[src/common/csr_pkg.sv]
`default_nettype none

package csr_pkg;

// ----------------------------------------------------------------------
// widths

localparam int unsigned CSR_DATA_W = 32;
localparam int unsigned CSR_ADDR_W = 12;

// one csr word
typedef logic [CSR_DATA_W-1:0] csr_data_t;

// full 64-bit counter, read as two words
typedef logic [2*CSR_DATA_W-1:0] csr_dword_t;

// csr address field of the instruction
typedef logic [CSR_ADDR_W-1:0] csr_addr_t;

// ----------------------------------------------------------------------
// access operation
// low two bits of funct3 for csrrw/csrrs/csrrc

typedef enum logic [1:0] {
    CSR_OP_RW = 2'b01,
    CSR_OP_RS = 2'b10,
    CSR_OP_RC = 2'b11
} csr_op_t;

// ----------------------------------------------------------------------
// address map

// machine scratch
localparam csr_addr_t CSR_MSCRATCH = 12'h340;

// test harness mailbox
localparam csr_addr_t CSR_TOHOST = 12'h51E;

// machine counters, low halves
localparam csr_addr_t CSR_MCYCLE = 12'hB00;
localparam csr_addr_t CSR_MINSTRET = 12'hB02;

// machine counters, high halves
localparam csr_addr_t CSR_MCYCLEH = 12'hB80;
localparam csr_addr_t CSR_MINSTRETH = 12'hB82;

// real-time counter, read only
localparam csr_addr_t CSR_TIME = 12'hC01;
localparam csr_addr_t CSR_TIMEH = 12'hC81;

endpackage

`default_nettype wire

[src/logic/machine_counters.sv]
`timescale 1ns/1ps
`default_nettype none

module machine_counters (
    input  logic clk,
    input  logic rst,
    input  logic retire_i,
    input  logic mcycle_lo_we_i,
    input  logic mcycle_hi_we_i,
    input  logic minstret_lo_we_i,
    input  logic minstret_hi_we_i,
    input  csr_pkg::csr_data_t wdata_i,
    output csr_pkg::csr_dword_t mcycle_o,
    output csr_pkg::csr_dword_t minstret_o
);

localparam int unsigned DW = csr_pkg::CSR_DATA_W;

csr_pkg::csr_dword_t mcycle_q;
csr_pkg::csr_dword_t minstret_q;

// a half write wins, the counter holds off for that cycle
function automatic csr_pkg::csr_dword_t next_count(
    input csr_pkg::csr_dword_t cur,
    input logic lo_we,
    input logic hi_we,
    input csr_pkg::csr_data_t data,
    input logic inc
);
    csr_pkg::csr_dword_t nxt;
    nxt = cur + csr_pkg::csr_dword_t'(inc);
    if (lo_we) begin
        nxt = {cur[2*DW-1:DW], data};
    end else if (hi_we) begin
        nxt = {data, cur[DW-1:0]};
    end
    return nxt;
endfunction

always_ff @(posedge clk) begin
    if (rst) begin
        mcycle_q <= '0;
        minstret_q <= '0;
    end else begin
        mcycle_q <= next_count(mcycle_q, mcycle_lo_we_i, mcycle_hi_we_i, wdata_i, 1'b1);
        minstret_q <= next_count(minstret_q, minstret_lo_we_i, minstret_hi_we_i,
                                 wdata_i, retire_i);
    end
end

assign mcycle_o = mcycle_q;
assign minstret_o = minstret_q;

endmodule

`default_nettype wire

[src/logic/us_timer.sv]
`timescale 1ns/1ps
`default_nettype none

module us_timer #(
    parameter int unsigned CLOCK_FREQ = 100_000_000 // Hz
)(
    input  logic clk,
    input  logic rst,
    output csr_pkg::csr_dword_t mtime_o
);

// ----------------------------------------------------------------------
// divider

localparam int unsigned CLOCKS_PER_US = CLOCK_FREQ / 1_000_000;

// keep at least one bit for a 1 MHz clock
localparam int unsigned CNT_WIDTH = (CLOCKS_PER_US > 1) ? $clog2(CLOCKS_PER_US) : 1;

localparam logic [CNT_WIDTH-1:0] CNT_LAST = CNT_WIDTH'(CLOCKS_PER_US - 1);

logic [CNT_WIDTH-1:0] cnt_us;
logic tick_us;

// tick is high for the cycle after the last count
always_ff @(posedge clk) begin
    if (rst) begin
        cnt_us <= '0;
        tick_us <= 1'b0;
    end else if (cnt_us == CNT_LAST) begin
        cnt_us <= '0;
        tick_us <= 1'b1;
    end else begin
        cnt_us <= cnt_us + 1'b1;
        tick_us <= 1'b0;
    end
end

// ----------------------------------------------------------------------
// time counter

csr_pkg::csr_dword_t mtime_q;

always_ff @(posedge clk) begin
    if (rst) begin
        mtime_q <= '0;
    end else begin
        mtime_q <= mtime_q + csr_pkg::csr_dword_t'(tick_us);
    end
end

assign mtime_o = mtime_q;

endmodule

`default_nettype wire

[src/logic/csr_unit.sv]
`timescale 1ns/1ps
`default_nettype none

module csr_unit #(
    parameter int unsigned CLOCK_FREQ = 100_000_000 // Hz
)(
    input  logic clk,
    input  logic rst,
    input  logic csr_re_i,
    input  logic csr_we_i,
    input  csr_pkg::csr_op_t csr_op_i,
    input  csr_pkg::csr_addr_t csr_addr_i,
    input  csr_pkg::csr_data_t csr_wdata_i,
    input  logic retire_i,
    output csr_pkg::csr_data_t csr_rdata_o,
    output csr_pkg::csr_data_t tohost_o
);

localparam int unsigned DW = csr_pkg::CSR_DATA_W;

csr_pkg::csr_data_t tohost_q;
csr_pkg::csr_data_t mscratch_q;
csr_pkg::csr_data_t wdata;
csr_pkg::csr_dword_t mcycle;
csr_pkg::csr_dword_t minstret;
csr_pkg::csr_dword_t mtime;

// ----------------------------------------------------------------------
// address decode

logic sel_tohost;
logic sel_mscratch;
logic sel_mcycle;
logic sel_mcycleh;
logic sel_minstret;
logic sel_minstreth;
logic sel_time;
logic sel_timeh;

assign sel_tohost = (csr_addr_i == csr_pkg::CSR_TOHOST);
assign sel_mscratch = (csr_addr_i == csr_pkg::CSR_MSCRATCH);
assign sel_mcycle = (csr_addr_i == csr_pkg::CSR_MCYCLE);
assign sel_mcycleh = (csr_addr_i == csr_pkg::CSR_MCYCLEH);
assign sel_minstret = (csr_addr_i == csr_pkg::CSR_MINSTRET);
assign sel_minstreth = (csr_addr_i == csr_pkg::CSR_MINSTRETH);
assign sel_time = (csr_addr_i == csr_pkg::CSR_TIME);
assign sel_timeh = (csr_addr_i == csr_pkg::CSR_TIMEH);

// ----------------------------------------------------------------------
// read

// selects are one-hot, unknown address falls out as zero
always_comb begin
    csr_rdata_o = '0;
    if (csr_re_i) begin
        csr_rdata_o = ({DW{sel_tohost}} & tohost_q)
            | ({DW{sel_mscratch}} & mscratch_q)
            | ({DW{sel_mcycle}} & mcycle[DW-1:0])
            | ({DW{sel_mcycleh}} & mcycle[2*DW-1:DW])
            | ({DW{sel_minstret}} & minstret[DW-1:0])
            | ({DW{sel_minstreth}} & minstret[2*DW-1:DW])
            | ({DW{sel_time}} & mtime[DW-1:0])
            | ({DW{sel_timeh}} & mtime[2*DW-1:DW]);
    end
end

// ----------------------------------------------------------------------
// write

// set/clear work on the value seen on the read port
always_comb begin
    wdata = csr_wdata_i;
    case (csr_op_i)
        csr_pkg::CSR_OP_RW: wdata = csr_wdata_i;
        csr_pkg::CSR_OP_RS: wdata = csr_rdata_o | csr_wdata_i;
        csr_pkg::CSR_OP_RC: wdata = csr_rdata_o & ~csr_wdata_i;
        default: wdata = csr_wdata_i;
    endcase
end

always_ff @(posedge clk) begin
    if (rst) begin
        tohost_q <= '0;
        mscratch_q <= '0;
    end else if (csr_we_i) begin
        if (sel_tohost) begin
            tohost_q <= wdata;
        end
        if (sel_mscratch) begin
            mscratch_q <= wdata;
        end
    end
end

assign tohost_o = tohost_q;

// ----------------------------------------------------------------------
// counters

machine_counters counters0 (
    .clk (clk),
    .rst (rst),
    .retire_i (retire_i),
    .mcycle_lo_we_i (csr_we_i && sel_mcycle),
    .mcycle_hi_we_i (csr_we_i && sel_mcycleh),
    .minstret_lo_we_i (csr_we_i && sel_minstret),
    .minstret_hi_we_i (csr_we_i && sel_minstreth),
    .wdata_i (wdata),
    .mcycle_o (mcycle),
    .minstret_o (minstret)
);

// time is read only, nothing to strobe
us_timer #(
    .CLOCK_FREQ (CLOCK_FREQ)
) timer0 (
    .clk (clk),
    .rst (rst),
    .mtime_o (mtime)
);

endmodule

`default_nettype wire

[config.mk]
export PLATFORM = sky130hd
export DESIGN_NAME = csr_unit
export DESIGN_NICKNAME = d
export VERILOG_FILES = /design/src/common/csr_pkg.sv /design/src/logic/machine_counters.sv /design/src/logic/us_timer.sv /design/src/logic/csr_unit.sv
export SDC_FILE = /design/constraint.sdc
export NUM_CORES = 1
export LEC_CHECK = 0
export ABC_AREA = 1
export BUFFER_PORTS_ARGS = -buffer_cell sky130_fd_sc_hd__buf_2
export CAP_MARGIN = 25
export CELL_PAD_IN_SITES_DETAIL_PLACEMENT = 0
export CELL_PAD_IN_SITES_GLOBAL_PLACEMENT = 1
export CORE_UTILIZATION = 46
export DETAILED_ROUTE_END_ITERATION = 10
export GPL_TIMING_DRIVEN = 0
export PLACE_DENSITY = 0.92
export SLEW_MARGIN = 15
export SYNTH_ARGS = -nofsm -noshare
export SYNTH_HDL_FRONTEND = slang
export SYNTH_SLANG_ARGS = --single-unit
[constraint.sdc]
create_clock -name clk -period 7.05 [get_ports clk]
set_clock_uncertainty 0.2 [all_clocks]
set_input_delay 1.41 -clock clk [delete_from_list [all_inputs] [get_ports clk]]
set_output_delay 1.41 -clock clk [all_outputs]
set_load 0.02 [all_outputs]
==> results.py <==
metrics = {
    "drt": {
        "met2_length_mm": 40.5,
        "via_per_inst": 6.02,
        "drtAntennaViolNets": 0,
        "drt_iter0_markers": 3867,
        "drt-met1-wl_mm": 38.5,
        "drt-pass1-iter-count": 7,
        "wirelength_mm": 101,
        "drc": 0,
        "wl_per_cell_um": 24.8,
        "route.met3.wl_mm": 14.2,
        "vias": 24491,
        "top_layer_used": "met4",
    },
    "sta": {
        "hold_violations": 0,
        "fin_crit_ps": 5530,
        "fmax_mhz": 181,
        "worst_pin_slew_ps": 1130,
        "fin_crit_sh": 0.784,
        "maxSlewHeadroom": 0.249,
        "rsz0062_at_grt": "no",
        "drv_slew": 0,
        "finalSetupViolations": 0,
        "setup_tns_ps": 0,
    },
    "clock_tree": {
        "cts_tree": "yes",
        "root_buffer": "clkbuf_16",
        "clk_latency_ps": 580,
        "cts_buffers": 35,
        "ctsHtreeMaxLevel": 2,
        "cts_setup_buffers": 0,
        "cts.sinks": 264,
        "cts_buffer_depth": 3,
        "cts_hold_buf": 0,
        "clkTransAtPathRegs_ps": 60,
        "cts_resized": 0,
    },
    "logic_synthesis": {
        "syn_nets": 3417,
        "syn_avg_cell_area_um2": 5.69,
        "synthCells": 3360,
        "synth.area.mux_share": 0,
        "synth-xor-area-share": 0.0257,
        "synth_compound_area_frac": 0.153,
        "ys_seq_elements": 264,
        "ys_types": 44,
        "synth_fa_ha_area_frac": 0.00393,
        "synth_edf_count": 0,
        "netlist_area_um2": 19100,
        "synthFlopType": "dfxtp_1",
        "synth-simple-area-share": 0.424,
        "seq_area_frac_synth": 0.277,
        "synth_top_family_by_area": "simple AND/OR/NAND/NOR gates",
        "async_reset_ff_frac": 0,
        "yosysWarnings": 0,
    },
    "hold_path": {
        "hold_path.class": "reg -> reg",
        "min_from": "timer0.cnt_us[0]$_SDFF_PP0_",
        "min_to": "timer0.cnt_us[0]$_SDFF_PP0_",
        "whs_path_depth": 1,
    },
    "outcome": {
        "outcome": "finished, final reports clean",
    },
    "cells_and_area": {
        "fin_util": 0.528,
        "areaGrowthSynthToFinish_pct": 13.1,
        "drive_gt1_frac": 0.0786,
        "num-nets-final": 3566,
    },
    "grt": {
        "grt_pass1_vias": 21806,
        "gr-usage-all-layers": 0.471,
        "grt_pass1_wl_mm": 144,
        "grt_overflow": 0,
        "grt_max_degree": 13,
        "antenna_found_initial": 1,
    },
    "pwr": {
        "power_leakage_nw": 8.86,
        "power.density_nw_per_um2": 172,
        "peakVddDrop_uv": 229,
    },
    "placement": {
        "io_buffer_count": 111,
        "routabilityCongestion": 1.10,
        "dp_hpwl_mm": 80.6,
    },
    "floorplanning": {
        "die-area_um2": 42400,
        "die_w_um": 206,
        "placementRows": 74,
        "io_pins": 115,
        "core_um2": 40900,
        "initial_core_util": 0.467,
        "die_y_um": 206,
    },
    "setup_path": {
        "cp.required_ps": 5440,
        "crit_path_start_kind": "input pin",
        "cp.arrival_ps": 3920,
        "rrSetupSlack_ps": 3910,
        "path_class": "in -> out",
        "worstReg2RegStart": "counters0.mcycle_o[0]$_SDFFE_PP0P_",
        "cp_max_fo": 10,
        "rr_endpoint": "counters0.mcycle_o[62]$_SDFFE_PP0N_",
        "crit_path_end_kind": "primary output",
        "reg2reg_depth": 12,
    },
    "flow_run": {
        "drv_cap": 0,
    },
}
power breakdown:
group / switching (W) / internal [W]
logic: 0.000173 / 0.0000364
registers: 0.00000439 / 0.00150
clock network: 0.000788 / 0.00122
synth_stat cells (3+ instances only):
library cell	instances	area, um^2
o21ai_1	12	60.1
buf_1	4	15.0
a21oi_1	281	1410
inv_2	10	37.5
nand3_1	317	1590
nand2_1	874	3280
dfxtp_1	264	5290
inv_1	430	1610
ha_1	6	75.1
o21bai_1	3	22.5
o22ai_1	11	68.8
xor2_1	43	377
nor2_4	3	33.8
nor2_1	468	1760
o21a_1	3	22.5
nor3b_1	3	22.5
nand4_1	79	494
clkbuf_1	83	312
a22oi_1	20	150
nor3_1	101	505
a31oi_1	15	93.8
nor4_1	8	50.1
o2111ai_1	8	70.1
xnor2_1	13	114
nor3_2	3	30.0
nand3b_1	3	22.5
o21ai_0	191	956
nand2_2	13	81.3
buf_2	45	225
or2_2	12	75.1
nand3_2	3	30.0
nor2_2	14	87.6
placed cells by master, fill, tap and decap left out, drive strengths merged:
master | synthesis | routed
clkbuf | 83 | 133
o2111a | 2 | 2
nand4 | 79 | 79
nor3 | 104 | 104
or2 | 13 | 13
diode | 0 | 2
dfxtp | 264 | 264
o31ai | 2 | 2
a21boi | 1 | 1
nor4 | 8 | 8
bufinv | 0 | 5
nand3b | 3 | 3
a21o | 2 | 2
xnor2 | 13 | 13
or3 | 1 | 1
and2 | 1 | 1
o22ai | 11 | 11
inv | 440 | 442
o21a | 3 | 3
ha | 6 | 6
nor3b | 3 | 3
a21oi | 281 | 281
nand3 | 320 | 320
nor2 | 486 | 486
buf | 51 | 163
nand2 | 888 | 888
clkinv | 2 | 9
o21bai | 3 | 3
o21ai | 203 | 203
a22oi | 20 | 20
xor2 | 43 | 43
a211oi | 1 | 1
o2111ai | 8 | 8
a31oi | 15 | 15
registers in the layout (all words and copies together), names as in the netlist:
name,cells
counters0.mcycle_o,64
counters0.minstret_o,64
mscratch_q,32
timer0.cnt_us,7
timer0.mtime_o,64
timer0.tick_us,1
tohost_o,32
stage by stage:
stage | std cells | hold slack, ps | total power (W) | area [um^2] | setup WS (ps)
final | 4070 | 267 | 0.00372 | 21600 | 1520
after global routing | 4068 | 308 | 0.00376 | 21600 | 1420
after CTS | 4068 | 276 | 0.00369 | 21600 | 1700
after detailed placement | 4004 | 241 | 0.00173 | 20300 | 1710
after global placement | 4003 | 230 | 0.00172 | 20300 | 1670
after floorplan | 3360 | 218 | 0.00162 | 19100 | 2600
worst max-delay path, stage by stage:
cell and delay (ps):
buf_2 170, inv_2 80, nor4_1 490, nand2_1 100, nor2_1 460, clkbuf_1 490
a21oi_1 140, a31oi_1 340, buf_2 240
metal layers:
layer  up-vias  global-route usage
li1      11168                   -
met1     11304               0.609
met2      1716               0.671
met3       303               0.138
met4         0               0.323
met5         -                   0
how the worst max path moves through the flow:
stage | start | to | slack, ps | cells past startpoint
6_report | csr_addr_i[11] | csr_rdata_o[16] | 1520 | 9
4_1_cts | csr_addr_i[7] | csr_rdata_o[8] | 1700 | 10
2_1_floorplan | csr_addr_i[4] | csr_rdata_o[26] | 2600 | 8
3_3_place_gp | csr_addr_i[4] | csr_rdata_o[26] | 1670 | 10
3_5_place_dp | csr_addr_i[11] | csr_rdata_o[26] | 1710 | 9
5_1_grt | csr_addr_i[11] | csr_rdata_o[26] | 1420 | 9
logic make-up (layout without fill, tap and decap cells):
family,count (synthesis),after routing
XOR/XNOR,56,56
buffers and inverters,576,752
AO/OA/AOI/OAI,552,552
flip-flops,264,264
AND/OR/NAND/NOR,1906,1906
adder cells (fa/ha/maj),6,6
other,0,2
cell type report:
class / count / area, um^2
Antenna cell: 2 / 5.00
Clock inverter: 14 / 214
Tap cell: 532 / 666
Sequential cell: 264 / 5290
Multi-Input combinational cell: 2520 / 11600
Buffer: 134 / 574
Inverter: 442 / 1660
Timing Repair Buffer: 112 / 567
Clock buffer: 50 / 1040
Fill cell: 4498 / 19300
Note: power is estimated with default switching activity, not from simulation.
